**src/verilog/rab_axi_pkg.sv**
```systemverilog
// Request side types
package rab_axi_pkg;

  localparam int ADDR_VIRT_WIDTH = 32;
  localparam int ADDR_PHYS_WIDTH = 40;
  localparam int USER_WIDTH      = 6;  // all ones marks a bypass request
  localparam int SIZE_LSB_WIDTH  = 3;  // 8-byte data path

  localparam int LEN_WIDTH         = 8;
  localparam int SIZE_WIDTH        = 3;
  // (255 + 1) << 7 still fits
  localparam int BURST_BYTES_WIDTH = 16;

  typedef logic [ADDR_VIRT_WIDTH-1:0] virt_addr_t;
  typedef logic [ADDR_PHYS_WIDTH-1:0] phys_addr_t;

  // one burst request as seen on a channel
  typedef struct packed {
    virt_addr_t            addr;
    logic [LEN_WIDTH-1:0]  len;   // beats minus one
    logic [SIZE_WIDTH-1:0] size;  // log2 bytes per beat
    logic                  rw;    // 1 = write
    logic [USER_WIDTH-1:0] ctrl;
  } axi_req_t;

  // byte range covered by a burst
  typedef struct packed {
    virt_addr_t addr_min;  // unaligned start
    virt_addr_t addr_max;  // last byte touched
    logic       rw;
    logic       skip;      // bypass translation
  } burst_range_t;

endpackage

```
**src/verilog/rab_slice_pkg.sv**
```systemverilog
// Translation slice types
package rab_slice_pkg;

  localparam int N_SLICES       = 4;
  localparam int REGS_PER_SLICE = 4;
  localparam int CFG_ADDR_WIDTH = 4;
  localparam int CFG_DATA_WIDTH = 64;

  // register index is slice * 4 + field
  localparam int FIELD_WIDTH     = $clog2(REGS_PER_SLICE);
  localparam int SLICE_IDX_WIDTH = CFG_ADDR_WIDTH - FIELD_WIDTH;
  localparam int HIT_CNT_WIDTH   = $clog2(N_SLICES + 1);

  localparam logic [FIELD_WIDTH-1:0] REG_ADDR_START = 2'd0;
  localparam logic [FIELD_WIDTH-1:0] REG_ADDR_END   = 2'd1;
  localparam logic [FIELD_WIDTH-1:0] REG_OFFSET     = 2'd2;
  localparam logic [FIELD_WIDTH-1:0] REG_FLAGS      = 2'd3;

  // flags register bits 0, 1 and 2
  typedef struct packed {
    logic en;
    logic rd_ok;
    logic wr_ok;
  } slice_flags_t;

  typedef struct packed {
    rab_axi_pkg::virt_addr_t addr_start;
    rab_axi_pkg::virt_addr_t addr_end;    // inclusive
    rab_axi_pkg::phys_addr_t offset;      // physical base of the slice
    slice_flags_t            flags;
  } slice_entry_t;

  typedef struct packed {
    logic [CFG_ADDR_WIDTH-1:0] addr;
    logic [CFG_DATA_WIDTH-1:0] data;
  } cfg_write_t;

  typedef struct packed {
    rab_axi_pkg::phys_addr_t out_addr;
    logic                    hit;
    logic                    prot;
    logic                    multi;
  } lookup_t;

endpackage

```
**src/verilog/rab_burst_range.sv**
```systemverilog
// Burst byte range front end
module rab_burst_range (
  input  rab_axi_pkg::axi_req_t     req,
  output rab_axi_pkg::burst_range_t range
);

  import rab_axi_pkg::*;

  logic [BURST_BYTES_WIDTH-1:0] burst_bytes;
  logic [SIZE_LSB_WIDTH-1:0]    mask;
  virt_addr_t                   align_addr;

  always_comb
  begin
    burst_bytes = (BURST_BYTES_WIDTH'(req.len) + 1'b1) << req.size;

    // clear the byte lanes below the beat size
    case (req.size)
      3'd1:    mask = 3'b110;
      3'd2:    mask = 3'b100;
      3'd3:    mask = 3'b000;
      default: mask = 3'b111;  // byte beats or wider than the bus
    endcase

    align_addr = {req.addr[ADDR_VIRT_WIDTH-1:SIZE_LSB_WIDTH],
                  req.addr[SIZE_LSB_WIDTH-1:0] & mask};
  end

  always_comb
  begin
    range.addr_min = req.addr;
    range.addr_max = align_addr + virt_addr_t'(burst_bytes) - 1'b1;
    range.rw       = req.rw;
    range.skip     = (req.ctrl == '1);
  end

endmodule

```
**src/verilog/rab_core.sv**
```systemverilog
// Remapping address block core
module rab_core (
  input  logic                      Clk_CI,
  input  logic                      Rst_RBI,
  input  rab_axi_pkg::axi_req_t     port1_req,
  input  rab_axi_pkg::axi_req_t     port2_req,
  input  logic                      port1_valid,
  input  logic                      port2_valid,
  input  logic                      port1_sent,
  input  logic                      port2_sent,
  input  logic                      cfg_wen,
  input  rab_slice_pkg::cfg_write_t cfg_wr,
  output logic                      port1_accept,
  output logic                      port1_drop,
  output logic                      port2_accept,
  output logic                      port2_drop,
  output logic                      int_miss,
  output logic                      int_prot,
  output logic                      int_multi,
  output rab_axi_pkg::phys_addr_t   out_addr
);

  import rab_axi_pkg::*;
  import rab_slice_pkg::*;

  burst_range_t port1_range;
  burst_range_t port2_range;
  burst_range_t sel_range;  // range of the arbitrated channel
  lookup_t      result;

  rab_burst_range u_port1_range (
    .req   (port1_req),
    .range (port1_range)
  );

  rab_burst_range u_port2_range (
    .req   (port2_req),
    .range (port2_range)
  );

  rab_slice_table u_slice_table (
    .Clk_CI    (Clk_CI),
    .Rst_RBI   (Rst_RBI),
    .cfg_wen   (cfg_wen),
    .cfg_wr    (cfg_wr),
    .sel_range (sel_range),
    .result    (result)
  );

  rab_port_ctrl u_port_ctrl (
    .Clk_CI       (Clk_CI),
    .Rst_RBI      (Rst_RBI),
    .port1_valid  (port1_valid),
    .port2_valid  (port2_valid),
    .port1_sent   (port1_sent),
    .port2_sent   (port2_sent),
    .port1_range  (port1_range),
    .port2_range  (port2_range),
    .result       (result),
    .sel_range    (sel_range),
    .port1_accept (port1_accept),
    .port1_drop   (port1_drop),
    .port2_accept (port2_accept),
    .port2_drop   (port2_drop),
    .int_miss     (int_miss),
    .int_prot     (int_prot),
    .int_multi    (int_multi),
    .out_addr     (out_addr)
  );

endmodule

```
**src/verilog/rab_port_ctrl.sv**
```systemverilog
// Port arbitration and decision FSM
module rab_port_ctrl (
  input  logic                      Clk_CI,
  input  logic                      Rst_RBI,
  input  logic                      port1_valid,
  input  logic                      port2_valid,
  input  logic                      port1_sent,
  input  logic                      port2_sent,
  input  rab_axi_pkg::burst_range_t port1_range,
  input  rab_axi_pkg::burst_range_t port2_range,
  input  rab_slice_pkg::lookup_t    result,
  output rab_axi_pkg::burst_range_t sel_range,
  output logic                      port1_accept,
  output logic                      port1_drop,
  output logic                      port2_accept,
  output logic                      port2_drop,
  output logic                      int_miss,
  output logic                      int_prot,
  output logic                      int_multi,
  output rab_axi_pkg::phys_addr_t   out_addr
);

  import rab_axi_pkg::*;

  typedef enum logic [1:0] {
    ST_IDLE,
    ST_ACCEPT,  // accept held until sent
    ST_DROP     // drop pulse
  } state_t;

  state_t     state_q;
  logic       prio_p1_q;    // channel 1 wins when both are valid
  logic       served_p1_q;  // request in flight came from channel 1

  logic       select_p1;
  logic       req_valid;
  logic       sent;

  logic       dec_accept;
  logic       dec_miss;
  logic       dec_prot;
  logic       dec_multi;
  phys_addr_t dec_addr;

  assign select_p1 = (prio_p1_q & port1_valid) | ~port2_valid;
  assign sel_range = select_p1 ? port1_range : port2_range;
  assign req_valid = port1_valid | port2_valid;
  assign sent      = served_p1_q ? port1_sent : port2_sent;

  // decision order: skip, multi, miss, prot, accept
  always_comb
  begin
    dec_accept = 1'b0;
    dec_miss   = 1'b0;
    dec_prot   = 1'b0;
    dec_multi  = 1'b0;
    dec_addr   = result.out_addr;

    if (sel_range.skip)
    begin
      dec_accept = 1'b1;
      dec_addr   = phys_addr_t'(sel_range.addr_min);  // untranslated
    end
    else if (result.multi)
      dec_multi = 1'b1;
    else if (!result.hit)
      dec_miss = 1'b1;
    else if (result.prot)
      dec_prot = 1'b1;
    else
      dec_accept = 1'b1;
  end

  always_ff @(posedge Clk_CI or negedge Rst_RBI)
  begin
    if (!Rst_RBI)
    begin
      state_q      <= ST_IDLE;
      prio_p1_q    <= 1'b0;  // channel 2 goes first
      served_p1_q  <= 1'b0;
      port1_accept <= 1'b0;
      port2_accept <= 1'b0;
      port1_drop   <= 1'b0;
      port2_drop   <= 1'b0;
      int_miss     <= 1'b0;
      int_prot     <= 1'b0;
      int_multi    <= 1'b0;
      out_addr     <= '0;
    end
    else
    begin
      port1_drop <= 1'b0;
      port2_drop <= 1'b0;
      int_miss   <= 1'b0;
      int_prot   <= 1'b0;
      int_multi  <= 1'b0;

      case (state_q)
        ST_IDLE:
          if (req_valid)
          begin
            served_p1_q  <= select_p1;
            prio_p1_q    <= ~select_p1;  // other channel next time
            port1_accept <= dec_accept & select_p1;
            port2_accept <= dec_accept & ~select_p1;
            port1_drop   <= ~dec_accept & select_p1;
            port2_drop   <= ~dec_accept & ~select_p1;
            int_miss     <= dec_miss;
            int_prot     <= dec_prot;
            int_multi    <= dec_multi;
            if (dec_accept)
            begin
              out_addr <= dec_addr;
              state_q  <= ST_ACCEPT;
            end
            else
              state_q <= ST_DROP;
          end
        ST_ACCEPT:
          if (sent)
          begin
            port1_accept <= 1'b0;
            port2_accept <= 1'b0;
            state_q      <= ST_IDLE;
          end
        default:
          state_q <= ST_IDLE;  // drop pulse ends here
      endcase
    end
  end

endmodule

```
**src/verilog/rab_slice_table.sv**
```systemverilog
// Translation slice table
module rab_slice_table (
  input  logic                      Clk_CI,
  input  logic                      Rst_RBI,
  input  logic                      cfg_wen,
  input  rab_slice_pkg::cfg_write_t cfg_wr,
  input  rab_axi_pkg::burst_range_t sel_range,
  output rab_slice_pkg::lookup_t    result
);

  import rab_axi_pkg::*;
  import rab_slice_pkg::*;

  slice_entry_t               slices [N_SLICES];

  logic [SLICE_IDX_WIDTH-1:0] slice_sel;
  logic [FIELD_WIDTH-1:0]     field_sel;

  logic [N_SLICES-1:0]        slice_hit;
  logic [HIT_CNT_WIDTH-1:0]   hit_cnt;
  logic [SLICE_IDX_WIDTH-1:0] hit_idx;
  virt_addr_t                 hit_delta;  // distance from slice start

  assign slice_sel = cfg_wr.addr[CFG_ADDR_WIDTH-1:FIELD_WIDTH];
  assign field_sel = cfg_wr.addr[FIELD_WIDTH-1:0];

  // one field per strobe
  always_ff @(posedge Clk_CI or negedge Rst_RBI)
  begin
    if (!Rst_RBI)
    begin
      for (int i = 0; i < N_SLICES; i++)
      begin
        slices[i] <= '0;
      end
    end
    else if (cfg_wen)
    begin
      case (field_sel)
        REG_ADDR_START:
          slices[slice_sel].addr_start <= cfg_wr.data[ADDR_VIRT_WIDTH-1:0];
        REG_ADDR_END:
          slices[slice_sel].addr_end <= cfg_wr.data[ADDR_VIRT_WIDTH-1:0];
        REG_OFFSET:
          slices[slice_sel].offset <= cfg_wr.data[ADDR_PHYS_WIDTH-1:0];
        default:
        begin
          slices[slice_sel].flags.en    <= cfg_wr.data[0];
          slices[slice_sel].flags.rd_ok <= cfg_wr.data[1];
          slices[slice_sel].flags.wr_ok <= cfg_wr.data[2];
        end
      endcase
    end
  end

  // whole burst must sit inside the slice
  always_comb
  begin
    for (int i = 0; i < N_SLICES; i++)
    begin
      slice_hit[i] = slices[i].flags.en
                     && (slices[i].addr_start <= sel_range.addr_min)
                     && (sel_range.addr_max <= slices[i].addr_end);
    end
  end

  always_comb
  begin
    hit_cnt = '0;
    hit_idx = '0;
    // walk downwards so the lowest hitting slice is kept
    for (int i = N_SLICES - 1; i >= 0; i--)
    begin
      if (slice_hit[i])
      begin
        hit_cnt = hit_cnt + 1'b1;
        hit_idx = SLICE_IDX_WIDTH'(i);
      end
    end
  end

  always_comb
  begin
    hit_delta    = sel_range.addr_min - slices[hit_idx].addr_start;

    result.hit   = |slice_hit;
    result.multi = (hit_cnt > HIT_CNT_WIDTH'(1));

    // permission of the hitting slice for this direction
    if (sel_range.rw)
    begin
      result.prot = result.hit & ~slices[hit_idx].flags.wr_ok;
    end
    else
    begin
      result.prot = result.hit & ~slices[hit_idx].flags.rd_ok;
    end

    result.out_addr = slices[hit_idx].offset + phys_addr_t'(hit_delta);
  end

endmodule
```
**config.mk**
```make
export PLATFORM = sky130hd
export DESIGN_NAME = rab_core
export DESIGN_NICKNAME = d
export VERILOG_FILES = /design/src/verilog/rab_axi_pkg.sv /design/src/verilog/rab_slice_pkg.sv /design/src/verilog/rab_burst_range.sv /design/src/verilog/rab_core.sv /design/src/verilog/rab_port_ctrl.sv /design/src/verilog/rab_slice_table.sv
export SDC_FILE = /design/constraint.sdc
export NUM_CORES = 2
export LEC_CHECK = 0
export BUFFER_PORTS_ARGS = -buffer_cell sky130_fd_sc_hd__buf_2
export CORE_AREA = 2 2 301 377
export CTS_CLUSTER_DIAMETER = 30
export CTS_CLUSTER_SIZE = 8
export DETAILED_ROUTE_END_ITERATION = 8
export DIE_AREA = 0 0 303 379
export PLACE_DENSITY_LB_ADDON = 0.3
export SYNTH_ARGS = -nofsm -noshare
export SYNTH_HDL_FRONTEND = slang
export SYNTH_SLANG_ARGS = --single-unit
```
**constraint.sdc**
```tcl
create_clock -name Clk_CI -period 14.75 [get_ports Clk_CI]
set_clock_uncertainty 0.05 [all_clocks]
set_input_delay 2.95 -clock Clk_CI [delete_from_list [all_inputs] [get_ports Clk_CI]]
set_output_delay 2.95 -clock Clk_CI [all_outputs]
set_load 0.005 [all_outputs]
```
==> impl_metrics.toml <==
[outcome]
status = "finished, violations left"
violations = "DRC"

[finish]
fill_cells = 10959
syn_to_final_growth_pct = 28.1
final_core_utilization = 0.407
fin_nets = 5045
drive_above_1_share = 0.299
final_area_um2 = 45300
instances_no_fill = 5996

[yosys]
synthCells = 3850
synthesis.area_um2 = 35300
synthesis.nets = 4447
synth.avg_cell_area_um2 = 9.18
synth-edff-count = 0
yosysMostFrequentCell = "dfrtp_1"
yosysWarnings = 0
synth_area_leaders = "dfrtp_1 34%, ha_1 15%, mux2_2 11%, nand2_1 5.0%, o21ai_0 3.5%"
ys_types = 97
yosysTopAreaCellShare = 0.339
synth_area_leader_cell = "dfrtp_1"
async_reset_ff_frac = 1.00
yosysSeqAreaShare = 0.339
ys_ff_latch = 479
synth_commonest_cells = "479 x dfrtp_1, 469 x nand2_1, 418 x ha_1, 337 x mux2_2, 320 x inv_1"
ys.flop_type = "dfrtp_1"

[global_routing]
grt_first_pass_wirelength_um = 173000
grt_usage = 0.195
grt_use_met3 = 0.0262
use_met2 = 0.361
antenna_found_initial = 8
grt_pass1_vias = 30435
busiest_layer = "met2"
met1_usage = 0.221
grt_max_degree = 133
grt.overflow.total = 0

[setup_path]
cp_slowest_cell = "a211o_1"
critPathKind = "in -> reg"
r2r_cells = 48
crit_fanout = 7
reg2reg_slack_ns = 4.25
r2r-start = "u_port_ctrl.prio_p1_q"
cp-end-kind = "register"
crit_top_cell = "buf_4"
crit_path_start_kind = "input port"
crit-reg2reg-capture = "u_port_ctrl.out_addr[31]"
critPathMaxStageDelay_ns = 0.41
worst_ep_arrival_time_ns = 14.66
cp.required_ns = 15.25

[power]
irDropWorstVdd_uv = 200
p_clk_frac = 0.213
power_density_nw_per_um2 = 252
p_total_mw = 11.4
pwr-share-seq = 0.163
pwr-share-comb = 0.624
power_switching_mw = 4.69
switching_share = 0.411
p_int_mw = 6.72
p_leak_nw = 22.0

[floorplan]
dieArea_um2 = 115000
start_util = 0.318
io_pins = 222
core_um2 = 111000
die_y_um = 379
die_w_um = 303
rows = 137

[worst_hold_path]
hold_path.startpoint = "u_port_ctrl.out_addr[34]"
whs_endpoint = "u_port_ctrl.out_addr[34]"
whs_path_depth = 1
hold_path.class = "reg -> reg"

[sta]
tns_ns = 0
layout_setup_ws_ns = 0.585
period_needed_ns = 14.16
period_share = 0.960
timing.hold.ws_ns = 0.432
fmax_mhz = 70.6
drv_slew = 0
slew_headroom = 0.227
setup_viol = 0
hold_viol = 0
tightest_slew_ns = 1.16

[cts]
cts-root-buf = "clkbuf_16"
htree_levels = 3
cts.sinks = 479
clockBufferDepth = 3
cts_tree = "yes"
clock_latency_ns = 0.67
cts_made_buffers = 106
clk_pin_slew_ns = 0.04
postCtsHoldBufs = 0

[place]
io_buffers = 197
dp.cells = 5775
post-place-ws_ns = -1.10
dp_hpwl_um = 85800
placed_area_um2 = 40800
finalWeightedCongestion = 0.878

[drt]
wl_per_cell_um = 18.8
ant_nets = 0
drt-total-wl_um = 113000
vias_per_cell = 5.05
drc_errors = 27
num_vias = 30259
drt-initial-drc-count = 1481
first_pass_iters = 7

[flow_run]
maxCapViolations = 0
-- cell families (layout without fill, tap and decap cells) --
logic type,after synthesis,after routing,synth area share
AO/OA/AOI/OAI,878,878,0.156
XOR/XNOR,113,113,0.0280
adder cells (fa/ha/maj),422,422,0.150
buffers and inverters,496,1178,0.0559
flip-flops,479,479,0.339
multiplexers,395,395,0.128
other,0,5,0
AND/OR/NAND/NOR,1067,1067,0.142
-- metal layers --
metal	up-vias	share of wire
met3	208	0.036
met4	6	0.039
met5	-	0.00030
met2	537	0.52
met1	14631	0.40
li1	14877	-
-- worst max-delay path, delay by kind of cell --
family | cells | cell delay, ns
buf+inv | 9 | 1.02
mux | 3 | 0.62
simple gates | 15 | 2.07
fa+ha+maj | 6 | 1.70
compound gates | 31 | 5.89
xor+xnor | 2 | 0.39
-- power by group through the flow --
stage | clock (mW) | combinational, mW | sequential [mW]
after floorplan | 0 | 4.07 | 1.82
after global placement | 0 | 6.71 | 1.86
after detailed placement | 0 | 6.77 | 1.87
after CTS | 2.47 | 6.86 | 1.86
after global routing | 2.54 | 7.85 | 1.90
final | 2.44 | 7.12 | 1.86
-- final cells by class --
type | instances | area (um2) | area share
Clock buffer | 146 | 3070 | 0.0678
Clock inverter | 46 | 633 | 0.0140
Inverter | 320 | 1200 | 0.0266
Tap cell | 1459 | 1830 | 0.0403
Multi-Input combinational cell | 2875 | 21900 | 0.485
Timing Repair Buffer | 666 | 4590 | 0.101
Antenna cell | 5 | 12.5 | 0.000276
Sequential cell | 479 | 12000 | 0.265
-- worst max path at each step --
| stage | startpoint | end | slack [ns] | cells past startpoint |
|---|---|---|---|---|
| CTS | port1_req[10] | u_port_ctrl.out_addr[38] | 0.009 | 66 |
| detailed placement | port1_req[10] | u_port_ctrl.out_addr[35] | -1.10 | 69 |
| floorplan | port1_req[12] | u_port_ctrl.out_addr[31] | 0.20 | 64 |
| finish | port1_req[12] | u_port_ctrl.out_addr[31] | 0.59 | 66 |
| global route | port2_req[10] | u_port_ctrl.out_addr[30] | -0.13 | 69 |
| global placement | port1_req[10] | u_port_ctrl.out_addr[35] | -1.09 | 69 |
-- timing repair --
item                       CTS  global route
setup endpoints to repair   17            24
buffers inserted             4            21
gates resized for setup     21           110
pin swaps                    8            60
-- cells in the final DEF, fill, tap and decap left out, types with 12 or more instances in the layout --
cell type	instances
a211oi_1	48
a21o_1	78
a21oi_1	200
a21oi_2	28
a31oi_1	53
and3_1	50
buf_2	196
buf_4	461
bufinv_16	14
clkbuf_1	18
clkbuf_16	110
clkbuf_8	18
clkinv_2	16
clkinvlp_4	12
dfrtp_1	479
ha_1	412
inv_1	319
mux2_2	336
mux2_4	31
mux2i_1	26
nand2_1	467
nand2b_1	43
nand3_1	90
nand4_1	64
nor2_1	158
nor2b_1	39
nor3_1	34
nor4_1	13
o211ai_1	16
o21a_1	51
o21ai_0	228
o21ai_1	28
o31ai_1	14
or3_1	16
xnor2_1	68
xor2_1	43
Note: power is estimated with default switching activity, not from simulation.
